### config.mk
export PLATFORM = sky130hd
export DESIGN_NAME = csr_exec_top
export DESIGN_NICKNAME = d
export VERILOG_FILES = /design/src/hw/rv_pkg.sv /design/src/hw/csr_decode.sv /design/src/hw/int_regfile.sv /design/src/hw/csrs.sv /design/src/hw/trap_ctrl.sv /design/src/hw/csr_exec_top.sv
export SDC_FILE = /design/constraint.sdc
export NUM_CORES = 2
export LEC_CHECK = 0
export BUFFER_PORTS_ARGS = -buffer_cell sky130_fd_sc_hd__buf_2
export CORE_ASPECT_RATIO = 1.4
export CORE_MARGIN = 2
export CORE_UTILIZATION = 40
export CTS_CLUSTER_SIZE = 8
export DETAILED_ROUTE_END_ITERATION = 10
export PLACE_DENSITY = 0.55
export SETUP_SLACK_MARGIN = 0.4
export SLEW_MARGIN = 20
export SYNTH_ARGS = -nofsm -noshare
export SYNTH_HDL_FRONTEND = slang
export SYNTH_SLANG_ARGS = --single-unit
### constraint.sdc
create_clock -name clk -period 5.15 [get_ports clk]
set_clock_uncertainty 0.15 [all_clocks]
set_input_delay 0 -clock clk [delete_from_list [all_inputs] [get_ports clk]]
set_output_delay 0 -clock clk [all_outputs]
set_load 0.02 [all_outputs]
### src/hw/rv_pkg.sv
package rv_pkg;

    // ##################################################
    // widths and value types

    localparam int XLEN = 64;

    typedef logic [XLEN-1:0] xlen_t;
    typedef logic [11:0]     csr_addr_t;
    typedef logic [4:0]      reg_idx_t;
    typedef logic [31:0]     instr_t;

    // ##################################################
    // reset and identification values

    localparam xlen_t       RESET_PC      = 64'h0000_0000_8000_0000;
    localparam logic [31:0] MVENDORID_VAL = 32'h0000_0000;  // non-commercial implementation
    localparam xlen_t       MARCHID_VAL   = 64'h0000_0000_0000_002a;
    localparam xlen_t       MIMPID_VAL    = 64'h0000_0000_0001_0003;

    localparam xlen_t MTVEC_WMASK = ~64'h2;  // bit 1 of mtvec is reserved and reads as zero

    localparam logic [6:0] OPC_SYSTEM = 7'b111_0011;

    // ##################################################
    // machine CSR address map

    localparam csr_addr_t CSR_MTVEC     = 12'h305;
    localparam csr_addr_t CSR_MSCRATCH  = 12'h340;
    localparam csr_addr_t CSR_MCYCLE    = 12'hB00;
    localparam csr_addr_t CSR_MINSTRET  = 12'hB02;
    localparam csr_addr_t CSR_MVENDORID = 12'hF11;
    localparam csr_addr_t CSR_MARCHID   = 12'hF12;
    localparam csr_addr_t CSR_MIMPID    = 12'hF13;
    localparam csr_addr_t CSR_MHARTID   = 12'hF14;

    // user-level read-only aliases of the machine counters
    localparam csr_addr_t CSR_CYCLE     = 12'hC00;
    localparam csr_addr_t CSR_TIME      = 12'hC01;  // no real-time clock, mirrors mcycle
    localparam csr_addr_t CSR_INSTRET   = 12'hC02;

    // ##################################################
    // encodings

    typedef enum logic [2:0] {
        CSRRW  = 3'b001,
        CSRRS  = 3'b010,
        CSRRC  = 3'b011,
        CSRRWI = 3'b101,
        CSRRSI = 3'b110,
        CSRRCI = 3'b111
    } csr_funct3_e;

    typedef enum logic [3:0] {
        EXC_ILLEGAL_INSTR = 4'd2
    } trap_cause_e;

endpackage

### src/hw/csr_decode.sv
`timescale 1ns/1ps

module csr_decode import rv_pkg::*; (
    input  instr_t      instr,
    output logic        csr_op,
    output logic        not_csr,
    output csr_addr_t   csr_addr,
    output csr_funct3_e funct3,
    output reg_idx_t    rd,
    output reg_idx_t    rs1_uimm
);

    logic [6:0] opcode;
    logic [2:0] raw_funct3;
    logic       is_system;
    logic       is_csr_funct3;

    assign opcode     = instr[6:0];
    assign raw_funct3 = instr[14:12];
    assign is_system  = (opcode == OPC_SYSTEM);

    // ##################################################
    // funct3 check

    // 000 holds ECALL/EBREAK/MRET and 100 is unassigned, neither is a CSR access
    always_comb begin
        case (raw_funct3)
            3'b001,
            3'b010,
            3'b011,
            3'b101,
            3'b110,
            3'b111:  is_csr_funct3 = 1'b1;
            default: is_csr_funct3 = 1'b0;
        endcase
    end

    assign csr_op  = is_system && is_csr_funct3;
    assign not_csr = !csr_op;  // qualified by instr_valid in the top level

    // ##################################################
    // field extraction

    assign csr_addr = instr[31:20];
    assign funct3   = csr_funct3_e'(raw_funct3);
    assign rd       = instr[11:7];
    assign rs1_uimm = instr[19:15];  // rs1 index, or the 5-bit immediate for the I forms

endmodule

### src/hw/int_regfile.sv
`timescale 1ns/1ps

module int_regfile import rv_pkg::*; (
    input  logic     clk,
    input  logic     rst,

    input  reg_idx_t rs_idx,
    output xlen_t    rs_data,

    input  logic     csr_we,
    input  reg_idx_t csr_idx,
    input  xlen_t    csr_data,

    input  logic     wb_we,
    input  reg_idx_t wb_idx,
    input  xlen_t    wb_data
);

    xlen_t regs [32];

    assign rs_data = regs[rs_idx];  // x0 is never written, so it stays zero

    // ##################################################
    // write ports

    always_ff @(posedge clk) begin
        if (rst) begin
            for (int i = 0; i < 32; i++) begin
                regs[i] <= '0;
            end
        end else begin
            if (wb_we && (wb_idx != '0)) begin
                regs[wb_idx] <= wb_data;
            end
            // the later assignment wins, so the CSR result beats the external writeback
            if (csr_we && (csr_idx != '0)) begin
                regs[csr_idx] <= csr_data;
            end
        end
    end

endmodule

### src/hw/csrs.sv
`timescale 1ns/1ps

module csrs import rv_pkg::*; (
    input  logic        clk,
    input  logic        rst,

    input  logic        inst_retired,

    input  logic        exec_csr_instr_valid,
    input  csr_addr_t   exec_csr_addr,
    input  csr_funct3_e exec_csr_funct3,
    input  reg_idx_t    exec_csr_rd,
    input  reg_idx_t    exec_csr_rs1_uimm,
    input  xlen_t       exec_csr_rs1_data,
    output logic        exec_csr_exception,
    output trap_cause_e exec_csr_trap_cause,
    output xlen_t       exec_csr_result,

    output xlen_t       mtvec
);

    // ##################################################
    // storage and access classification

    xlen_t csr_mtvec;
    xlen_t csr_mscratch;
    xlen_t csr_mcycle;
    xlen_t csr_minstret;

    xlen_t csr_rdata;
    xlen_t src_data;
    xlen_t write_data;
    logic  bad_addr;
    logic  is_rw;
    logic  is_imm;
    logic  is_write;
    logic  is_read;
    logic  is_readonly;
    logic  do_write;

    assign mtvec = csr_mtvec;

    assign is_rw       = (exec_csr_funct3 == CSRRW) || (exec_csr_funct3 == CSRRWI);
    assign is_imm      = (exec_csr_funct3 == CSRRWI) || (exec_csr_funct3 == CSRRSI) ||
                         (exec_csr_funct3 == CSRRCI);
    assign is_write    = is_rw || (exec_csr_rs1_uimm != '0);  // set/clear with zero source is a pure read
    assign is_read     = !is_rw || (exec_csr_rd != '0);  // csrrw into x0 does not read
    assign is_readonly = (exec_csr_addr[11:10] == 2'b11);

    assign exec_csr_exception  = bad_addr || (is_write && is_readonly);
    assign exec_csr_trap_cause = EXC_ILLEGAL_INSTR;
    assign exec_csr_result     = is_read ? csr_rdata : '0;

    assign do_write = exec_csr_instr_valid && is_write && !exec_csr_exception;

    // ##################################################
    // read mux

    always_comb begin
        bad_addr = 1'b0;
        case (exec_csr_addr)
            CSR_MTVEC:     csr_rdata = csr_mtvec;
            CSR_MSCRATCH:  csr_rdata = csr_mscratch;
            CSR_MCYCLE:    csr_rdata = csr_mcycle;
            CSR_MINSTRET:  csr_rdata = csr_minstret;
            CSR_MVENDORID: csr_rdata = {32'h0, MVENDORID_VAL};  // mvendorid is a 32-bit register
            CSR_MARCHID:   csr_rdata = MARCHID_VAL;
            CSR_MIMPID:    csr_rdata = MIMPID_VAL;
            CSR_MHARTID:   csr_rdata = '0;  // single hart
            CSR_CYCLE,
            CSR_TIME:      csr_rdata = csr_mcycle;
            CSR_INSTRET:   csr_rdata = csr_minstret;
            default: begin
                bad_addr  = 1'b1;
                csr_rdata = '0;
            end
        endcase
    end

    // ##################################################
    // read-modify-write

    assign src_data = is_imm ? {{(XLEN - 5){1'b0}}, exec_csr_rs1_uimm} : exec_csr_rs1_data;

    always_comb begin
        case (exec_csr_funct3)
            CSRRW,
            CSRRWI:  write_data = src_data;
            CSRRS,
            CSRRSI:  write_data = csr_rdata | src_data;
            CSRRC,
            CSRRCI:  write_data = csr_rdata & ~src_data;
            default: write_data = csr_rdata;
        endcase
    end

    always_ff @(posedge clk) begin
        if (rst) begin
            csr_mtvec    <= '0;
            csr_mscratch <= '0;
            csr_mcycle   <= '0;
            csr_minstret <= '0;
        end else begin
            csr_mcycle <= csr_mcycle + 1'b1;
            if (inst_retired) begin
                csr_minstret <= csr_minstret + 1'b1;
            end

            // an explicit write comes last and replaces this cycle's counter increment
            if (do_write) begin
                case (exec_csr_addr)
                    CSR_MTVEC:    csr_mtvec    <= write_data & MTVEC_WMASK;
                    CSR_MSCRATCH: csr_mscratch <= write_data;
                    CSR_MCYCLE:   csr_mcycle   <= write_data;
                    CSR_MINSTRET: csr_minstret <= write_data;
                    default: ;
                endcase
            end
        end
    end

endmodule

### src/hw/trap_ctrl.sv
`timescale 1ns/1ps

module trap_ctrl import rv_pkg::*; (
    input  logic  clk,
    input  logic  rst,

    input  logic  instr_valid,
    input  logic  illegal,
    input  logic  wb_valid,
    input  xlen_t mtvec,

    output xlen_t pc,
    output logic  retired,
    output logic  exception,
    output logic  inst_retired
);

    logic  legal_valid;
    logic  illegal_valid;
    xlen_t trap_target;

    assign legal_valid   = instr_valid && !illegal;
    assign illegal_valid = instr_valid && illegal;
    assign trap_target   = {mtvec[XLEN-1:2], 2'b00};  // direct mode only, mode bits dropped

    // writebacks from the other units retire as well, minstret takes at most one per cycle
    assign inst_retired = legal_valid || wb_valid;

    // ##################################################
    // pc and retire/exception pulses

    always_ff @(posedge clk) begin
        if (rst) begin
            pc        <= RESET_PC;
            retired   <= 1'b0;
            exception <= 1'b0;
        end else begin
            retired   <= legal_valid;
            exception <= illegal_valid;
            if (illegal_valid) begin
                pc <= trap_target;
            end else if (legal_valid) begin
                pc <= pc + 64'd4;
            end
        end
    end

endmodule

### src/hw/csr_exec_top.sv
`timescale 1ns/1ps

module csr_exec_top import rv_pkg::*; (
    input  logic        clk,
    input  logic        rst,

    input  logic        instr_valid,
    input  instr_t      instr,

    input  logic        wb_valid,
    input  reg_idx_t    wb_rd,
    input  xlen_t       wb_data,

    output logic        rd_we,
    output reg_idx_t    rd_idx,
    output xlen_t       rd_data,

    output xlen_t       pc,
    output logic        retired,
    output logic        exception,
    output trap_cause_e trap_cause
);

    logic        csr_op;
    logic        not_csr;
    csr_addr_t   csr_addr;
    csr_funct3_e funct3;
    reg_idx_t    rd;
    reg_idx_t    rs1_uimm;
    xlen_t       rs1_data;
    logic        csr_valid;
    logic        csr_exception;
    trap_cause_e csr_cause;
    xlen_t       csr_result;
    logic        csr_we;
    logic        illegal;
    logic        inst_retired;
    xlen_t       mtvec;

    assign csr_valid = instr_valid && csr_op;
    assign illegal   = (instr_valid && not_csr) || (csr_valid && csr_exception);
    assign csr_we    = csr_valid && !csr_exception && (rd != '0);

    // ##################################################
    // datapath

    csr_decode u_decode (
        .instr    (instr),
        .csr_op   (csr_op),
        .not_csr  (not_csr),
        .csr_addr (csr_addr),
        .funct3   (funct3),
        .rd       (rd),
        .rs1_uimm (rs1_uimm)
    );

    int_regfile u_regfile (
        .clk      (clk),
        .rst      (rst),
        .rs_idx   (rs1_uimm),
        .rs_data  (rs1_data),
        .csr_we   (csr_we),
        .csr_idx  (rd),
        .csr_data (csr_result),
        .wb_we    (wb_valid),
        .wb_idx   (wb_rd),
        .wb_data  (wb_data)
    );

    csrs u_csrs (
        .clk                  (clk),
        .rst                  (rst),
        .inst_retired         (inst_retired),
        .exec_csr_instr_valid (csr_valid),
        .exec_csr_addr        (csr_addr),
        .exec_csr_funct3      (funct3),
        .exec_csr_rd          (rd),
        .exec_csr_rs1_uimm    (rs1_uimm),
        .exec_csr_rs1_data    (rs1_data),
        .exec_csr_exception   (csr_exception),
        .exec_csr_trap_cause  (csr_cause),
        .exec_csr_result      (csr_result),
        .mtvec                (mtvec)
    );

    trap_ctrl u_trap (
        .clk          (clk),
        .rst          (rst),
        .instr_valid  (instr_valid),
        .illegal      (illegal),
        .wb_valid     (wb_valid),
        .mtvec        (mtvec),
        .pc           (pc),
        .retired      (retired),
        .exception    (exception),
        .inst_retired (inst_retired)
    );

    // ##################################################
    // output registers

    always_ff @(posedge clk) begin
        if (rst) begin
            rd_we <= 1'b0;
        end else begin
            rd_we <= csr_we;
        end
    end

    always_ff @(posedge clk) begin
        rd_idx     <= rd;
        rd_data    <= csr_result;
        trap_cause <= csr_cause;  // only meaningful while exception is high
    end

endmodule

# Word level (Yosys, flattened, before mapping)

Memories as Yosys holds them, arrays and structs flattened.
Cells that the tools add are included.

Add/sub/neg operators: 3
Equal/unequal tests: 19
Muxes and demuxes: 27
Bitwise operators: 3
Reduce and logical (&&, ||, !) cells: 41

Operators with widths:

| operator                                              | number |
|---|---|
| two-way mux 64 bit                                    | 11 |
| case mux 64 bit (6 select lines)                      | 1 |
| case mux 64 bit (3 select lines)                      | 1 |
| adder 64 x 1 -> 64 bit, second input constant         | 2 |
| OR reduction 64 bit                                   | 2 |
| equality test 12 bit, second input constant           | 9 |
| adder 64 x 3 -> 64 bit, second input constant         | 1 |
| bitwise AND 64 bit                                    | 1 |
| NOT 64 bit                                            | 1 |
| bitwise OR 64 bit                                     | 1 |
| equality test 12 x 10 -> 1 bit, second input constant | 2 |
| nonzero test 5 bit                                    | 3 |
| logical AND 1 bit                                     | 13 |
| two-way mux 1 bit                                     | 12 |
| OR reduction 11 bit                                   | 1 |
| two-way mux 5 bit                                     | 2 |
| OR reduction 2 bit                                    | 5 |
| equality test 3 bit, second input constant            | 3 |
| logical OR 1 bit                                      | 8 |
| equality test 7 bit, second input constant            | 1 |
| equality test 3 x 2 -> 1 bit, second input constant   | 2 |
| OR reduction 6 bit                                    | 1 |
| logical NOT 1 bit                                     | 4 |
| AND reduction 2 bit                                   | 2 |
| other kinds (4)                                       | 4 |

Register bits after elaboration: 391
Bits in writable memories: 2048
Input port bits: 105
Output and inout bits: 140
Memories kept: 1

Memories:

| name           | depth | bits a word | rd ports | clocked after Yosys merged registers in | write ports | line              | text |
|---|---|---|---|---|---|---|---|
| u_regfile.regs | 32    | 64          | 1        | 0                                       | 32          | int_regfile.sv:19 | `xlen_t regs [32];` |

# Logic depth before layout (Yosys ltp)

Depth after elaboration: 14
Depth in mapped cells: 12
Mapped depth without buffers: 8

# Hierarchy

Synthesis repeated with hierarchy kept, for this count alone.

Cells, all modules: 8746
Area total of the unflattened synthesis: 120239.1 um2

Modules (own cells, without submodules):

| module       | times used | cells an instance | area each (um2) | sequential area each (um2) |
|---|---|---|---|---|
| int_regfile  | 1          | 6050              | 98111.6         | 61499.0 |
| csrs         | 1          | 2022              | 16209.3         | 5104.9 |
| trap_ctrl    | 1          | 562               | 4155.2          | 1281.2 |
| csr_exec_top | 1          | 83                | 1539.0          | 1481.4 |
| csr_decode   | 1          | 29                | 224.0           | 0.0 |

# Worst setup path before layout

Ideal clock, no wire load.

Kind: input -> register
From: input port instr[31]
To: memory u_regfile.regs[31][0] (netlist name) (enable)
Arrival time: 3.512 ns
Data required time: 4.577 ns
Setup slack: 1.064 ns
Stages on the path: 9
Path buffers: 3
Cells stage by stage: buf_2 -> or4b_2 -> a21oi_1 -> o21ai_2 -> a2111oi_4 -> nand4_1 -> buf_2 -> clkbuf_1 -> nand2_1

RTL lines:

| item               | line              | text |
|---|---|---|
| start: declaration | csr_exec_top.sv:8 | `input instr_t instr,` |
| end: declaration   | int_regfile.sv:19 |  |

==> metrics.txt <==
status=finished clean; clock slew seen by the registers of the worst setup and hold paths=0.05 ns; Nets=10800; Peak VDD IR=0.000251 V; die area=311000 µm²; DRT antenna net count=0; Syn Std Cell Area=122000 µm²; R2R Setup Slk=0.96 ns; Placeable Area=305000 µm²; met2 Use GR=0.544; Pins Over Slew Limit=0; non-filler cells, final=14900; Setup Buffers After CTS=0; first-pass GRT wire length=768000 µm; Yosys cell types=83; number of synthesized flops with an enable pin=2048; TritonCTS clock tree=built; post-synthesis cell count=11000; global route hottest layer=met2; Die W=472 µm; Max-Cap Viols=0; Max FO, Critical Path=51; WHS=0.0518 ns; htree depth=5; Main synth FF type=edfxtp_1; Pwr per Cell Area=343 nW/µm²; fin crit period=4.63 ns; WHS Endpoint=u_trap.pc[25]; FF-to-FF path depth=9; period utilization=0.899; hold path depth=3; Placed Cells=14300; DIE HEIGHT=659 µm; WL final=559000 µm; vias post-DR=104000; DRT iter0 DRCs=16400; initial antenna violation count=46; #FFs+latches synth=2437; Max Clk Rate=216 MHz; Synth Area in Simple Gates=0.133; grt met1 use=0.416; GRT Residual Overflow=0; adder-cell share of the synthesized area=0.000306; Port Buffers=238; Ys Warns=0; vias in the first global route=98600; DRT Pass-1 Iters=10; RR Startpoint=u_csrs.csr_mcycle[26]; Via-to-Cell Ratio=6.99; worst skew pair latency=0.92 ns; initial core utilization=0.401; Worst setup EP type=flop; CTS root buf=clkbuf_16; Synth async-reset ratio=0; reg2reg end=u_csrs.csr_mcycle[62]; Wirelength per Cell=37.6 µm; Clock Tree Buf Depth=4; clk sinks=2437; worst slack at placement=0.573 ns; total CTS buffers=348; gpl congestion=0.934; Final Hold Fails=0; Ports=245; largest net degree at the start of global routing=129; Static Leak=43.8 nW; Avg Inst Size Synth=11.1 µm²; largest family of logic cells by synthesized area=compound AO/OA/AOI/OAI gates; xor/xnor share of the synthesized area=0.0104; CP required=5.51 ns; max_slew headroom=0.121; actual slew at the worst max-slew pin=1.31 ns; post-DP HPWL=325000 µm; Final setup viols=0; synthesized-area fraction occupied by ao, oa, aoi and oai cells=0.137; # resized after CTS=0; CP Class=input port to flop; sequential area share after synthesis=0.566; DRC viols=0; Worst setup SP type=input port; Setup TNS=0 ns; Rows=240; synthesis-to-finish area growth=13.7%; Final Worst Setup Slack=0.518 ns; gr usage total=0.348; multiplexer area fraction after synthesis=0.103; Hold Crit Start=rst; hold crit path type=input port to flop; M3 GR Usage=0.101; WP data arrival=4.99 ns; RSZ-0062 raised after global routing=no; share of cells above drive strength 1=0.160
critical path: stages:
cell	delay (ns)
dlygate4sd3_1	0.56
buf_2	0.32
nand2b_1	0.41
and3_1	0.35
o2111ai_2	0.15
dlygate4sd3_1	0.64
buf_4	0.23
a2111oi_4	0.52
buf_4	0.38
nand4_1	0.33
nand2_4	0.47
buf_12	0.51
registers in the layout (all words and copies together), names as in the netlist, 5 cells and up:
name,count
u_csrs.csr_mscratch,64
rd_data,64
u_csrs.csr_mcycle,64
u_csrs.mtvec,63
u_csrs.csr_minstret,64
u_regfile.regs,2048
u_trap.pc,62
rd_idx,5
per-layer routing:
layer / part of all wire / vias to the layer above
met5: 0.00021 / -
met4: 0.079 / 20
met3: 0.13 / 2211
met2: 0.45 / 8720
met1: 0.34 / 51500
li1: - / 41500
worst max-delay path by stage:
stage                    from                      to  slack, ns  cells past startpoint
floorplan           instr[31]   u_regfile.regs[31][0]       1.06                      9
global placement    instr[15]  u_regfile.regs[27][19]       0.62                      8
detailed placement  instr[15]  u_regfile.regs[27][19]       0.57                      8
CTS                 instr[13]  u_regfile.regs[27][11]       0.74                     10
global route        instr[13]  u_regfile.regs[28][28]       0.53                     12
finish              instr[13]  u_regfile.regs[25][43]       0.52                     12
cells in the mapped netlist (10+ instances only):
cell / n / area [µm²]
nor3_1: 75 / 375
nor2_1: 223 / 837
xnor2_1: 65 / 569
nand4_1: 174 / 1090
a22oi_1: 21 / 158
o211ai_1: 66 / 495
nor2b_1: 50 / 313
mux4_2: 510 / 11500
or3_1: 20 / 125
nand2_1: 409 / 1540
mux2i_1: 102 / 1020
o2bb2ai_1: 34 / 298
o22ai_1: 76 / 475
a31oi_1: 27 / 169
a41oi_1: 26 / 228
buf_4: 10 / 75.1
or2_2: 26 / 163
o21a_1: 25 / 188
a221o_1: 11 / 110
a21oi_1: 113 / 566
edfxtp_1: 2048 / 61500
a22o_1: 90 / 788
xor2_1: 81 / 709
mux2_2: 11 / 124
a222oi_1: 47 / 470
a221oi_1: 11 / 96.3
and2_1: 42 / 263
clkbuf_1: 979 / 3670
and4_1: 24 / 210
o2111ai_1: 48 / 420
o21ai_0: 2153 / 10800
a211oi_1: 91 / 683
buf_1: 340 / 1280
buf_2: 124 / 621
nor4_1: 48 / 300
nand3_1: 2105 / 10500
inv_1: 125 / 469
and3_1: 39 / 244
a32o_1: 20 / 200
dfxtp_1: 389 / 7790
power by group:
group | leakage, nW | switching [W] | internal [W]
clock | 4.59 | 0.00882 | 0.0124
combinational | 16.5 | 0.00266 | 0.00126
sequential | 22.6 | 0.000297 | 0.0223
total | 43.8 | 0.0118 | 0.0360
area by class of cell:
| class | count | area (µm²) |
|---|---|---|
| inverter | 127 | 484 |
| multi-input combinational | 7053 | 48400 |
| clock buffer | 445 | 9200 |
| antenna | 29 | 72.6 |
| sequential | 2437 | 69300 |
| tap | 3993 | 5000 |
| clock inverter | 18 | 273 |
| fill | 27500 | 166000 |
| timing repair buffer | 770 | 6550 |
kinds of logic (layout without fill, tap and decap cells):
| kind of cell | after synthesis | after routing |
|---|---|---|
| AOI/OAI and AO/OA | 2931 | 2931 |
| xor gates and xnor gates | 146 | 146 |
| adders and majority gates | 3 | 3 |
| buffers and inverters | 1581 | 1360 |
| DFF | 2437 | 2437 |
| muxes | 623 | 623 |
| other | 2 | 99 |
| and+or+nand+nor | 3280 | 3280 |
layout by cell type, fill, tap and decap left out, types with 34 or more instances in the layout:
cell type | synthesis | final
a211oi_1 | 91 | 89
a21oi_1 | 113 | 111
a222oi_1 | 47 | 47
a22o_1 | 90 | 90
and2_1 | 42 | 41
and3_1 | 39 | 35
buf_12 | 0 | 83
buf_2 | 124 | 232
buf_4 | 10 | 338
clkbuf_1 | 979 | 91
clkbuf_16 | 0 | 354
conb_1 | 2 | 70
dfxtp_1 | 389 | 389
dlygate4sd3_1 | 0 | 112
edfxtp_1 | 2048 | 2048
inv_1 | 125 | 123
mux2i_1 | 102 | 102
mux4_2 | 510 | 510
nand2_1 | 409 | 368
nand3_1 | 2105 | 2081
nand4_1 | 174 | 174
nor2_1 | 223 | 189
nor2_4 | 0 | 34
nor2b_1 | 50 | 48
nor3_1 | 75 | 72
o2111ai_1 | 48 | 46
o211ai_1 | 66 | 66
o21ai_0 | 2153 | 2150
o22ai_1 | 76 | 76
o2bb2ai_1 | 34 | 34
xnor2_1 | 65 | 65
xor2_1 | 81 | 81
per-stage QoR:
step	total power, W	cell area (µm²)	util
global placement	0.0266	128000	0.421
finish	0.0477	139000	0.456
floorplan	0.0249	123000	-
detailed placement	0.0267	129000	0.421
global route	0.0486	139000	0.456
CTS	0.0477	139000	0.456
repair_timing:
| action | in CTS | in global routing |
|---|---|---|
| hold buffers | 112 | 0 |
| endpoints found under the hold margin | 2302 | 0 |
| endpoints found under the setup margin | 0 | 0 |
No activity file was read; power rests on OpenSTA's default activity.
